$ cat src/source/dsq_pkg.sv
// ---------------------------------------------------------------------
// Shared widths, iteration counts, types and structs of the
// divide/square-root unit
// ---------------------------------------------------------------------

package dsq_pkg;

  // ---------------------------------------------------------------------
  // Widths and iteration counts
  // ---------------------------------------------------------------------
  localparam int unsigned OPERAND_W  = 16;
  localparam int unsigned TAG_W      = 4;
  // One quotient bit per cycle
  localparam int unsigned DIV_STEPS  = 16;
  // One root bit per cycle, two radicand bits consumed each
  localparam int unsigned SQRT_STEPS = 8;
  // Wide enough to hold DIV_STEPS itself
  localparam int unsigned STEP_CNT_W = 5;

  // ---------------------------------------------------------------------
  // Types
  // ---------------------------------------------------------------------
  typedef logic [OPERAND_W-1:0]  operand_t;
  typedef logic [TAG_W-1:0]      tag_t;
  typedef logic [STEP_CNT_W-1:0] step_cnt_t;

  typedef enum logic {
    OP_DIV  = 1'b0,
    OP_SQRT = 1'b1
  } op_e;

  typedef struct packed {
    logic div_by_zero;
    logic inexact;
  } dsq_status_t;

  // Request as it enters the unit, operand_b unused for OP_SQRT
  typedef struct packed {
    op_e      op;
    operand_t operand_a;
    operand_t operand_b;
    tag_t     tag;
  } dsq_req_t;

  typedef struct packed {
    operand_t    result;
    dsq_status_t status;
    tag_t        tag;
  } dsq_rsp_t;

  // Sequencer states
  typedef enum logic [1:0] {
    IDLE = 2'd0,
    BUSY = 2'd1,
    HOLD = 2'd2
  } seq_state_e;

endpackage

$ cat src/source/dsq_input_stage.sv
// ---------------------------------------------------------------------
// Request register slice with valid/ready handshake and flush clear
// ---------------------------------------------------------------------

`timescale 1ns/100ps

module dsq_input_stage (
  input  logic              clk_i,
  input  logic              reset_i,
  input  logic              flush_i,
  // Upstream side
  input  dsq_pkg::dsq_req_t in_req_i,
  input  logic              in_valid_i,
  output logic              in_ready_o,
  // Towards the sequencer
  output dsq_pkg::dsq_req_t stage_req_o,
  output logic              stage_valid_o,
  input  logic              stage_ready_i
);

  dsq_pkg::dsq_req_t req_q;
  logic              valid_q;

  // Slice can take a new item when empty or when its content leaves now
  assign in_ready_o = ~valid_q | stage_ready_i;

  // Valid bit, flush drops whatever sits in the slice
  always_ff @(posedge clk_i) begin
    if (reset_i || flush_i) begin
      valid_q <= 1'b0;
    end else if (in_ready_o) begin
      valid_q <= in_valid_i;
    end
  end

  // Payload only moves on an accepted item
  always_ff @(posedge clk_i) begin
    if (in_valid_i && in_ready_o) begin
      req_q <= in_req_i;
    end
  end

  assign stage_req_o   = req_q;
  assign stage_valid_o = valid_q;

  // ---------------------------------------------------------------------
  // Protocol check on the upstream side
  // ---------------------------------------------------------------------
  // Once offered, a request keeps valid and data until taken
  a_in_req_stable : assert property (
    @(posedge clk_i) disable iff (reset_i)
    (in_valid_i && !in_ready_o && !flush_i) |=> (in_valid_i && $stable(in_req_i))
  ) else $error("Input request changed or dropped before acceptance");

endmodule

$ cat src/source/dsq_op_sequencer.sv
// ---------------------------------------------------------------------
// Operation sequencer with IDLE/BUSY/HOLD FSM, start strobes,
// tag capture, result hold register and output select
// ---------------------------------------------------------------------

`timescale 1ns/100ps

module dsq_op_sequencer (
  input  logic                 clk_i,
  input  logic                 reset_i,
  input  logic                 flush_i,
  // From the input stage
  input  dsq_pkg::dsq_req_t    stage_req_i,
  input  logic                 stage_valid_i,
  output logic                 stage_ready_o,
  // To the iterative unit
  output logic                 start_div_o,
  output logic                 start_sqrt_o,
  output dsq_pkg::operand_t    operand_a_o,
  output dsq_pkg::operand_t    operand_b_o,
  // From the iterative unit
  input  logic                 unit_ready_i,
  input  logic                 unit_done_i,
  input  dsq_pkg::operand_t    unit_result_i,
  input  dsq_pkg::dsq_status_t unit_status_i,
  // To the output stage
  output dsq_pkg::dsq_rsp_t    seq_rsp_o,
  output logic                 seq_valid_o,
  input  logic                 seq_ready_i,
  output logic                 seq_busy_o
);

  dsq_pkg::seq_state_e state_q, state_d;
  logic                can_start;
  logic                hold_en;
  dsq_pkg::tag_t       tag_q;
  dsq_pkg::dsq_rsp_t   held_rsp_q;
  dsq_pkg::dsq_rsp_t   live_rsp;

  // New work may only launch into an idle unit and never during flush
  assign can_start = stage_valid_i & unit_ready_i & ~flush_i;

  // ---------------------------------------------------------------------
  // Control FSM
  // ---------------------------------------------------------------------
  always_comb begin
    state_d       = state_q;
    stage_ready_o = 1'b0;
    seq_valid_o   = 1'b0;
    seq_busy_o    = 1'b0;
    hold_en       = 1'b0;

    unique case (state_q)
      dsq_pkg::IDLE: begin
        if (can_start) begin
          stage_ready_o = 1'b1;
          state_d       = dsq_pkg::BUSY;
        end
      end
      dsq_pkg::BUSY: begin
        seq_busy_o = 1'b1;
        if (unit_done_i) begin
          // Offer the result straight from the unit
          seq_valid_o = 1'b1;
          if (seq_ready_i) begin
            state_d = dsq_pkg::IDLE;
            // Back-to-back launch in the same cycle the result leaves
            if (can_start) begin
              stage_ready_o = 1'b1;
              state_d       = dsq_pkg::BUSY;
            end
          end else begin
            // Downstream stalls, park the response
            hold_en = ~flush_i;
            state_d = dsq_pkg::HOLD;
          end
        end
      end
      dsq_pkg::HOLD: begin
        seq_busy_o  = 1'b1;
        seq_valid_o = 1'b1;
        if (seq_ready_i) begin
          state_d = dsq_pkg::IDLE;
          if (can_start) begin
            stage_ready_o = 1'b1;
            state_d       = dsq_pkg::BUSY;
          end
        end
      end
      default: state_d = dsq_pkg::IDLE;
    endcase

    // Flush cancels everything in flight
    if (flush_i) begin
      seq_valid_o = 1'b0;
      seq_busy_o  = 1'b0;
      state_d     = dsq_pkg::IDLE;
    end
  end

  always_ff @(posedge clk_i) begin
    if (reset_i) begin
      state_q <= dsq_pkg::IDLE;
    end else begin
      state_q <= state_d;
    end
  end

  // Start strobes coincide with the acceptance cycle
  assign start_div_o  = stage_ready_o & (stage_req_i.op == dsq_pkg::OP_DIV);
  assign start_sqrt_o = stage_ready_o & (stage_req_i.op == dsq_pkg::OP_SQRT);
  assign operand_a_o  = stage_req_i.operand_a;
  assign operand_b_o  = stage_req_i.operand_b;

  // ---------------------------------------------------------------------
  // Tag capture and hold register
  // ---------------------------------------------------------------------
  always_ff @(posedge clk_i) begin
    if (stage_ready_o) begin
      tag_q <= stage_req_i.tag;
    end
  end

  assign live_rsp.result = unit_result_i;
  assign live_rsp.status = unit_status_i;
  assign live_rsp.tag    = tag_q;

  always_ff @(posedge clk_i) begin
    if (hold_en) begin
      held_rsp_q <= live_rsp;
    end
  end

  // Held response wins over the live one
  assign seq_rsp_o = (state_q == dsq_pkg::HOLD) ? held_rsp_q : live_rsp;

  // Idle means no unit result arriving and no response offered
  a_no_valid_in_idle : assert property (
    @(posedge clk_i) disable iff (reset_i)
    (state_q == dsq_pkg::IDLE) |-> !(seq_valid_o || unit_done_i)
  ) else $error("Response or unit result while sequencer idle");

endmodule

$ cat src/source/dsq_iter_unit.sv
// ---------------------------------------------------------------------
// Restoring divider and integer square root, one result bit per cycle
// ---------------------------------------------------------------------

`timescale 1ns/100ps

module dsq_iter_unit (
  input  logic                 clk_i,
  input  logic                 reset_i,
  input  logic                 kill_i,
  input  logic                 start_div_i,
  input  logic                 start_sqrt_i,
  input  dsq_pkg::operand_t    operand_a_i,
  input  dsq_pkg::operand_t    operand_b_i,
  output logic                 unit_ready_o,
  output logic                 unit_done_o,
  output dsq_pkg::operand_t    result_o,
  output dsq_pkg::dsq_status_t status_o
);

  localparam int unsigned W = dsq_pkg::OPERAND_W;

  // Control state
  logic                busy_q;
  logic                done_q;
  logic                is_sqrt_q;
  dsq_pkg::step_cnt_t  cnt_q;
  // Datapath
  // quot_q shifts the dividend/radicand out at the top
  // Quotient bits enter at the bottom for division
  dsq_pkg::operand_t   quot_q;
  dsq_pkg::operand_t   rem_q;
  dsq_pkg::operand_t   root_q;
  dsq_pkg::operand_t   divisor_q;
  dsq_pkg::operand_t   result_q;
  dsq_pkg::dsq_status_t status_q;

  logic                start;
  logic                last_step;
  logic                div_by_zero;
  logic                fits;
  logic [W:0]          trial_rem;
  logic [W:0]          trial_sub;
  logic [W:0]          trial_diff;
  dsq_pkg::operand_t   rem_nxt;
  dsq_pkg::operand_t   quot_nxt;
  dsq_pkg::operand_t   root_nxt;
  dsq_pkg::operand_t   result_d;
  dsq_pkg::dsq_status_t status_d;

  assign start       = start_div_i | start_sqrt_i;
  assign last_step   = busy_q & (cnt_q == dsq_pkg::step_cnt_t'(1));
  assign div_by_zero = ~is_sqrt_q & (divisor_q == '0);

  // ---------------------------------------------------------------------
  // One restoring step, shared compare/subtract for both operations
  // ---------------------------------------------------------------------
  always_comb begin
    if (is_sqrt_q) begin
      // Bring down two radicand bits, trial is 4*root+1
      trial_rem = {rem_q[W-2:0], quot_q[W-1:W-2]};
      trial_sub = {root_q[W-2:0], 2'b01};
      quot_nxt  = {quot_q[W-3:0], 2'b00};
    end else begin
      // Bring down one dividend bit
      trial_rem = {rem_q, quot_q[W-1]};
      trial_sub = {1'b0, divisor_q};
      quot_nxt  = {quot_q[W-2:0], (trial_rem >= trial_sub)};
    end
    fits       = trial_rem >= trial_sub;
    trial_diff = trial_rem - trial_sub;
    // Restore on a failed trial, result always fits W bits
    rem_nxt    = fits ? trial_diff[W-1:0] : trial_rem[W-1:0];
    root_nxt   = {root_q[W-2:0], fits};
  end

  // Final result and flags, taken from the last step's values
  always_comb begin
    result_d             = is_sqrt_q ? root_nxt : quot_nxt;
    status_d.div_by_zero = div_by_zero;
    // No meaningful remainder for a zero divisor
    status_d.inexact     = (rem_nxt != '0) & ~div_by_zero;
    if (div_by_zero) begin
      result_d = '1;
    end
  end

  // ---------------------------------------------------------------------
  // Control and step counter
  // ---------------------------------------------------------------------
  always_ff @(posedge clk_i) begin
    if (reset_i || kill_i) begin
      busy_q    <= 1'b0;
      done_q    <= 1'b0;
      is_sqrt_q <= 1'b0;
      cnt_q     <= '0;
    end else begin
      done_q <= 1'b0;
      if (start) begin
        busy_q    <= 1'b1;
        is_sqrt_q <= start_sqrt_i;
        // Zero divisor runs the full count too, latency stays per-op
        cnt_q     <= start_sqrt_i ? dsq_pkg::step_cnt_t'(dsq_pkg::SQRT_STEPS)
                                  : dsq_pkg::step_cnt_t'(dsq_pkg::DIV_STEPS);
      end else if (busy_q) begin
        cnt_q <= cnt_q - 1'b1;
        if (last_step) begin
          busy_q <= 1'b0;
          done_q <= 1'b1;
        end
      end
    end
  end

  // Datapath registers
  always_ff @(posedge clk_i) begin
    if (start) begin
      quot_q    <= operand_a_i;
      divisor_q <= operand_b_i;
      rem_q     <= '0;
      root_q    <= '0;
    end else if (busy_q) begin
      quot_q <= quot_nxt;
      rem_q  <= rem_nxt;
      if (is_sqrt_q) begin
        root_q <= root_nxt;
      end
      if (last_step) begin
        result_q <= result_d;
        status_q <= status_d;
      end
    end
  end

  // Unit is free again in the done cycle
  assign unit_ready_o = ~busy_q;
  assign unit_done_o  = done_q;
  assign result_o     = result_q;
  assign status_o     = status_q;

  a_start_when_ready : assert property (
    @(posedge clk_i) disable iff (reset_i)
    (start_div_i || start_sqrt_i) |-> unit_ready_o
  ) else $error("Start issued while unit busy");

  a_single_start : assert property (
    @(posedge clk_i) disable iff (reset_i)
    !(start_div_i && start_sqrt_i)
  ) else $error("Divide and square-root started together");

endmodule

$ cat src/source/dsq_output_stage.sv
// ---------------------------------------------------------------------
// Response register slice with valid/ready handshake and flush clear
// ---------------------------------------------------------------------

`timescale 1ns/100ps

module dsq_output_stage (
  input  logic              clk_i,
  input  logic              reset_i,
  input  logic              flush_i,
  // From the sequencer
  input  dsq_pkg::dsq_rsp_t seq_rsp_i,
  input  logic              seq_valid_i,
  output logic              seq_ready_o,
  // Downstream side
  output dsq_pkg::dsq_rsp_t out_rsp_o,
  output logic              out_valid_o,
  input  logic              out_ready_i
);

  dsq_pkg::dsq_rsp_t rsp_q;
  logic              valid_q;

  // Ready when empty or draining this cycle
  assign seq_ready_o = ~valid_q | out_ready_i;

  // Valid bit
  always_ff @(posedge clk_i) begin
    if (reset_i || flush_i) begin
      valid_q <= 1'b0;
    end else if (seq_ready_o) begin
      valid_q <= seq_valid_i;
    end
  end

  // Response payload
  always_ff @(posedge clk_i) begin
    if (seq_valid_i && seq_ready_o) begin
      rsp_q <= seq_rsp_i;
    end
  end

  assign out_rsp_o   = rsp_q;
  assign out_valid_o = valid_q;

endmodule

$ cat src/source/dsq_top.sv
// ---------------------------------------------------------------------
// Divide/square-root top: input slice, sequencer, iterative unit,
// output slice and busy indication
// ---------------------------------------------------------------------

`timescale 1ns/100ps

module dsq_top (
  input  logic              clk_i,
  input  logic              reset_i,
  input  logic              flush_i,
  // Request side
  input  dsq_pkg::dsq_req_t in_req_i,
  input  logic              in_valid_i,
  output logic              in_ready_o,
  // Response side
  output dsq_pkg::dsq_rsp_t out_rsp_o,
  output logic              out_valid_o,
  input  logic              out_ready_i,
  // Anything in flight
  output logic              busy_o
);

  dsq_pkg::dsq_req_t    stage_req;
  logic                 stage_valid;
  logic                 stage_ready;
  logic                 start_div;
  logic                 start_sqrt;
  dsq_pkg::operand_t    operand_a;
  dsq_pkg::operand_t    operand_b;
  logic                 unit_ready;
  logic                 unit_done;
  dsq_pkg::operand_t    unit_result;
  dsq_pkg::dsq_status_t unit_status;
  dsq_pkg::dsq_rsp_t    seq_rsp;
  logic                 seq_valid;
  logic                 seq_ready;
  logic                 seq_busy;

  dsq_input_stage u_input_stage (
    .clk_i         (clk_i),
    .reset_i       (reset_i),
    .flush_i       (flush_i),
    .in_req_i      (in_req_i),
    .in_valid_i    (in_valid_i),
    .in_ready_o    (in_ready_o),
    .stage_req_o   (stage_req),
    .stage_valid_o (stage_valid),
    .stage_ready_i (stage_ready)
  );

  dsq_op_sequencer u_op_sequencer (
    .clk_i         (clk_i),
    .reset_i       (reset_i),
    .flush_i       (flush_i),
    .stage_req_i   (stage_req),
    .stage_valid_i (stage_valid),
    .stage_ready_o (stage_ready),
    .start_div_o   (start_div),
    .start_sqrt_o  (start_sqrt),
    .operand_a_o   (operand_a),
    .operand_b_o   (operand_b),
    .unit_ready_i  (unit_ready),
    .unit_done_i   (unit_done),
    .unit_result_i (unit_result),
    .unit_status_i (unit_status),
    .seq_rsp_o     (seq_rsp),
    .seq_valid_o   (seq_valid),
    .seq_ready_i   (seq_ready),
    .seq_busy_o    (seq_busy)
  );

  // Flush kills the running iteration
  dsq_iter_unit u_iter_unit (
    .clk_i        (clk_i),
    .reset_i      (reset_i),
    .kill_i       (flush_i),
    .start_div_i  (start_div),
    .start_sqrt_i (start_sqrt),
    .operand_a_i  (operand_a),
    .operand_b_i  (operand_b),
    .unit_ready_o (unit_ready),
    .unit_done_o  (unit_done),
    .result_o     (unit_result),
    .status_o     (unit_status)
  );

  dsq_output_stage u_output_stage (
    .clk_i       (clk_i),
    .reset_i     (reset_i),
    .flush_i     (flush_i),
    .seq_rsp_i   (seq_rsp),
    .seq_valid_i (seq_valid),
    .seq_ready_o (seq_ready),
    .out_rsp_o   (out_rsp_o),
    .out_valid_o (out_valid_o),
    .out_ready_i (out_ready_i)
  );

  assign busy_o = stage_valid | seq_busy | out_valid_o;

endmodule

$ cat config.mk
export PLATFORM = sky130hd
export DESIGN_NAME = dsq_top
export DESIGN_NICKNAME = d
export VERILOG_FILES = /design/src/source/dsq_pkg.sv /design/src/source/dsq_input_stage.sv /design/src/source/dsq_op_sequencer.sv /design/src/source/dsq_iter_unit.sv /design/src/source/dsq_output_stage.sv /design/src/source/dsq_top.sv
export SDC_FILE = /design/constraint.sdc
export NUM_CORES = 1
export LEC_CHECK = 0
export ABC_AREA = 1
export BUFFER_PORTS_ARGS = -buffer_cell sky130_fd_sc_hd__buf_2
export CORE_ASPECT_RATIO = 1.1
export CORE_MARGIN = 2
export CORE_UTILIZATION = 39
export CTS_CLUSTER_SIZE = 28
export DETAILED_ROUTE_END_ITERATION = 10
export GPL_TIMING_DRIVEN = 1
export HOLD_SLACK_MARGIN = 0.08
export PLACE_DENSITY = 0.59
export RECOVER_POWER = 50
export SETUP_SLACK_MARGIN = 0.2
export SYNTH_ARGS = -nofsm -noshare
export SYNTH_HDL_FRONTEND = slang
export SYNTH_SLANG_ARGS = --single-unit
$ cat constraint.sdc
create_clock -name clk_i -period 4.6 [get_ports clk_i]
set_clock_uncertainty 0.15 [all_clocks]
set_input_delay 0.92 -clock clk_i [delete_from_list [all_inputs] [get_ports clk_i]]
set_output_delay 0.92 -clock clk_i [all_outputs]
set_load 0.02 [all_outputs]
==> metrics <==
die height=161.4 um; Starting Density=0.3972; Vias/cell=4.682; DRT Pass-1 Iters=5; # Max-Cap Violations=0; final setup fails=0; first-pass GRT wire length=30,030 um; most frequent CP cell=nand2_1; Total Nets Final=1,134; Finished Cell Area=9859 um2; switching share of total power=0.3041; Syn Inst Count=993; initial drt markers=454; crit-path leading delay family=adder cells; pre-CTS WS=0.7356 ns; M1 WL=8378 um; share of layout cells above drive strength 1=0.08826; worst relative slew slack=0.2119; Core ar.=22,110 um2; Yosys top cell by area=edfxtp_1; slowest CP cell=ha_1; WP depth=9; total wire length=18,570 um; Placement Cell Area=9395 um2; Top Layer Used=met4; worst IR drop on VDD=0.0002660 V; worst-skew pair later-pin latency=0.42 ns; die area=23,740 um2; syn_area_per_cell=8.844 um2; Critical R2R Launch=u_iter_unit.is_sqrt_q$_SDFFE_PP0P_; Congestion Overflow GR=0; Max Clk Rate=259.1 MHz; CP arrival=2.79 ns; Detail Route met3 WL=889 um; Logic pwr share=0.225; Int Power=2810 uW; Seq pwr share=0.459; flop2flop setup slack=0.76 ns; Root Driver=clkbuf_16; Data required, critical path=3.53 ns; final hold viol count=0; row count=57; clk buf depth=2; DP HPWL=14,080 um; path type of the worst min-delay path=register to register; Worst Max-Slew Pin Slew=1.182 ns; # clock sinks=178; area grow syn2layout=12.27%; clock network power share=0.316; final number of max-transition violations=0; Fill cells=2,173; Fin Setup TNS=0 ns; Die Width=147.1 um; Synthesized Nets=1,075; min Tclk post-route=3.859 ns; Routed wire per std cell=13.65 um; synthesized flop and latch total=178; Worst Setup Start Kind=register; cells along the critical path=inv_1 -> ha_1 -> inv_2 -> o21ai_0 -> nand2_1 -> nand2_1 -> nand2_2 -> nand2_1 -> buf_2; Sw Pwr=1228 uW; worst setup slack after layout=0.7411 ns; RePlAce Congestion=0.9171; RSZ-0062 raised after global routing=false; htree depth=4; # IOs=67; smallest hold slack=0.2684 ns; CP endpoint kind=output pin; CP max FO=24; DRC viols=0; crit share post-route=0.8389; synth warn=0; CP startpoint=u_op_sequencer.state_q[0]$_SDFFE_PP0P_; TritonCTS clock tree=built; vias in the first global route=6,007; leakage power=0.004423 uW; power density cells=409.6 nW/um2; total CTS buffers=17; n_diodes=0; status=complete, no violations; PortBufs=66; mapped cell area=8782 um2; WS Path Type=register to output pin; post-CTS setup buffers=0; WL met2=8731 um; post-synthesis sequential area ratio=0.5596; total vias in the final route=6,367; top-area cell type share of the netlist area=0.4616; Critical R2R Capture=u_iter_unit.status_o[0]$_DFFE_PP_; Netlist cell types=39; global-route usage over all layers=0.1628; CP bufs+invs=3; largest net degree at the start of global routing=81; top post-synthesis cells by area=edfxtp_1 (46%), nand2_1 (12%), dfxtp_1 (9.8%), inv_1 (6.7%), ha_1 (5.6%); initial antenna violation count=0; Final ANT Viol Nets=0; Critical Path End=in_ready_o; Worst-path clk slew=0.06 ns; Largest stage delay, worst path=0.73 ns; Layout Utilization=0.4460; reg2reg path depth=17
==> kinds of logic after synthesis <==
family,Yosys count,share of synthesized area
and+or+nand+nor,443,0.2079
DFF,178,0.5596
AOI/OAI and AO/OA,130,0.08035
adders and majority gates,40,0.05784
xor gates and xnor gates,9,0.008976
buffers and inverters,193,0.08534
==> routing by layer <==
layer,global-route usage,vias to the layer above
met3,0.03192,37
met4,0.06600,0
li1,-,3337
met2,0.2666,166
met1,0.2130,2827
met5,0,-
==> layout by cell type (no fill, tap or decap), drive strengths merged <==
cell type,n
nand3b,2
o221ai,1
dfxtp,43
clkinvlp,5
nor2,88
a21boi,1
nor4,3
buf,44
nand4,6
inv,163
edfxtp,135
a31oi,2
nor3,7
nand2,298
a21oi,55
nand3,36
clkbuf,44
ha,39
xor2,2
o211ai,1
a211oi,7
o21ai,45
a211o,1
clkinv,9
fa,1
o22ai,16
and2,2
xnor2,7
a21o,1
nor3b,1
==> worst min-delay path by stage <==
stage / startpoint / end / slack [ns] / depth (start not counted)
global placement: u_input_stage.stage_req_o[3]$_DFFE_PP_ / u_op_sequencer.tag_q[3]$_DFFE_PP_ / 0.25 / 0
CTS: u_input_stage.stage_req_o[10]$_DFFE_PP_ / u_iter_unit.divisor_q[6]$_DFFE_PP_ / 0.27 / 0
floorplan: u_input_stage.stage_req_o[4]$_DFFE_PP_ / u_iter_unit.divisor_q[0]$_DFFE_PP_ / 0.25 / 0
finish: u_input_stage.stage_req_o[14]$_DFFE_PP_ / u_iter_unit.divisor_q[10]$_DFFE_PP_ / 0.27 / 0
detailed placement: u_input_stage.stage_req_o[8]$_DFFE_PP_ / u_iter_unit.divisor_q[4]$_DFFE_PP_ / 0.25 / 0
global route: u_input_stage.stage_req_o[10]$_DFFE_PP_ / u_iter_unit.divisor_q[6]$_DFFE_PP_ / 0.27 / 0
==> registers in the layout (all words and copies together) (netlist names) <==
name and cells:
u_input_stage.stage_req_o 37, u_iter_unit.unit_done_o 1, u_output_stage.out_rsp_o 22, u_output_stage.out_valid_o 1
u_iter_unit.rem_q 16, u_input_stage.stage_valid_o 1, u_iter_unit.quot_q 16, u_op_sequencer.held_rsp_q 22
u_iter_unit.divisor_q 16, u_iter_unit.cnt_q 5, u_iter_unit.status_o 2, u_iter_unit.busy_q 1
u_iter_unit.root_q 15, u_op_sequencer.tag_q 4, u_iter_unit.result_o 16, u_op_sequencer.state_q 2
u_iter_unit.is_sqrt_q 1
==> synth_stat cells, drive strengths merged <==
master	number
nand4	6
xnor2	7
clkbuf	13
dfxtp	43
o22ai	16
ha	39
inv	161
clkinv	2
nor3b	1
a31oi	2
nand2	298
a211o	1
a211oi	7
buf	17
nor2	88
nor3	7
edfxtp	135
fa	1
nor4	3
nand3	36
o211ai	1
o221ai	1
o21ai	45
and2	2
a21boi	1
xor2	2
nand3b	2
a21o	1
a21oi	55
==> per-stage QoR <==
| stage | cells | total power, uW |
|---|---|---|
| finish | 1360 | 4038 |
| CTS | 1360 | 4060 |
| global route | 1360 | 4281 |
| floorplan | 993 | 2573 |
| detailed placement | 1328 | 2791 |
| global placement | 1328 | 2791 |
==> cell type report <==
class	count	area, um2	share of cell area
clock buffers	18	429.2	0.04353
clock inverters	14	91.34	0.009264
inverters	163	611.8	0.06206
well taps	295	369.1	0.03744
repair buffers	70	326.6	0.03312
flip-flops and latches	178	4915	0.4985
multi-input cells	622	3117	0.3161
==> power by group through the flow <==
stage	registers (uW)	clock network, uW	logic [uW]
after floorplan	1870	0	705
after global placement	1890	0	903
after detailed placement	1890	0	903
after CTS	1850	1300	907
after global routing	1860	1370	1050
final	1850	1280	908
==> repair_timing <==
item	4_1_cts	5_1_grt
hold buffers	0	0
resized for setup	0	1
endpoints found under the setup margin	0	1
No activity file was read; power rests on OpenSTA's default activity.
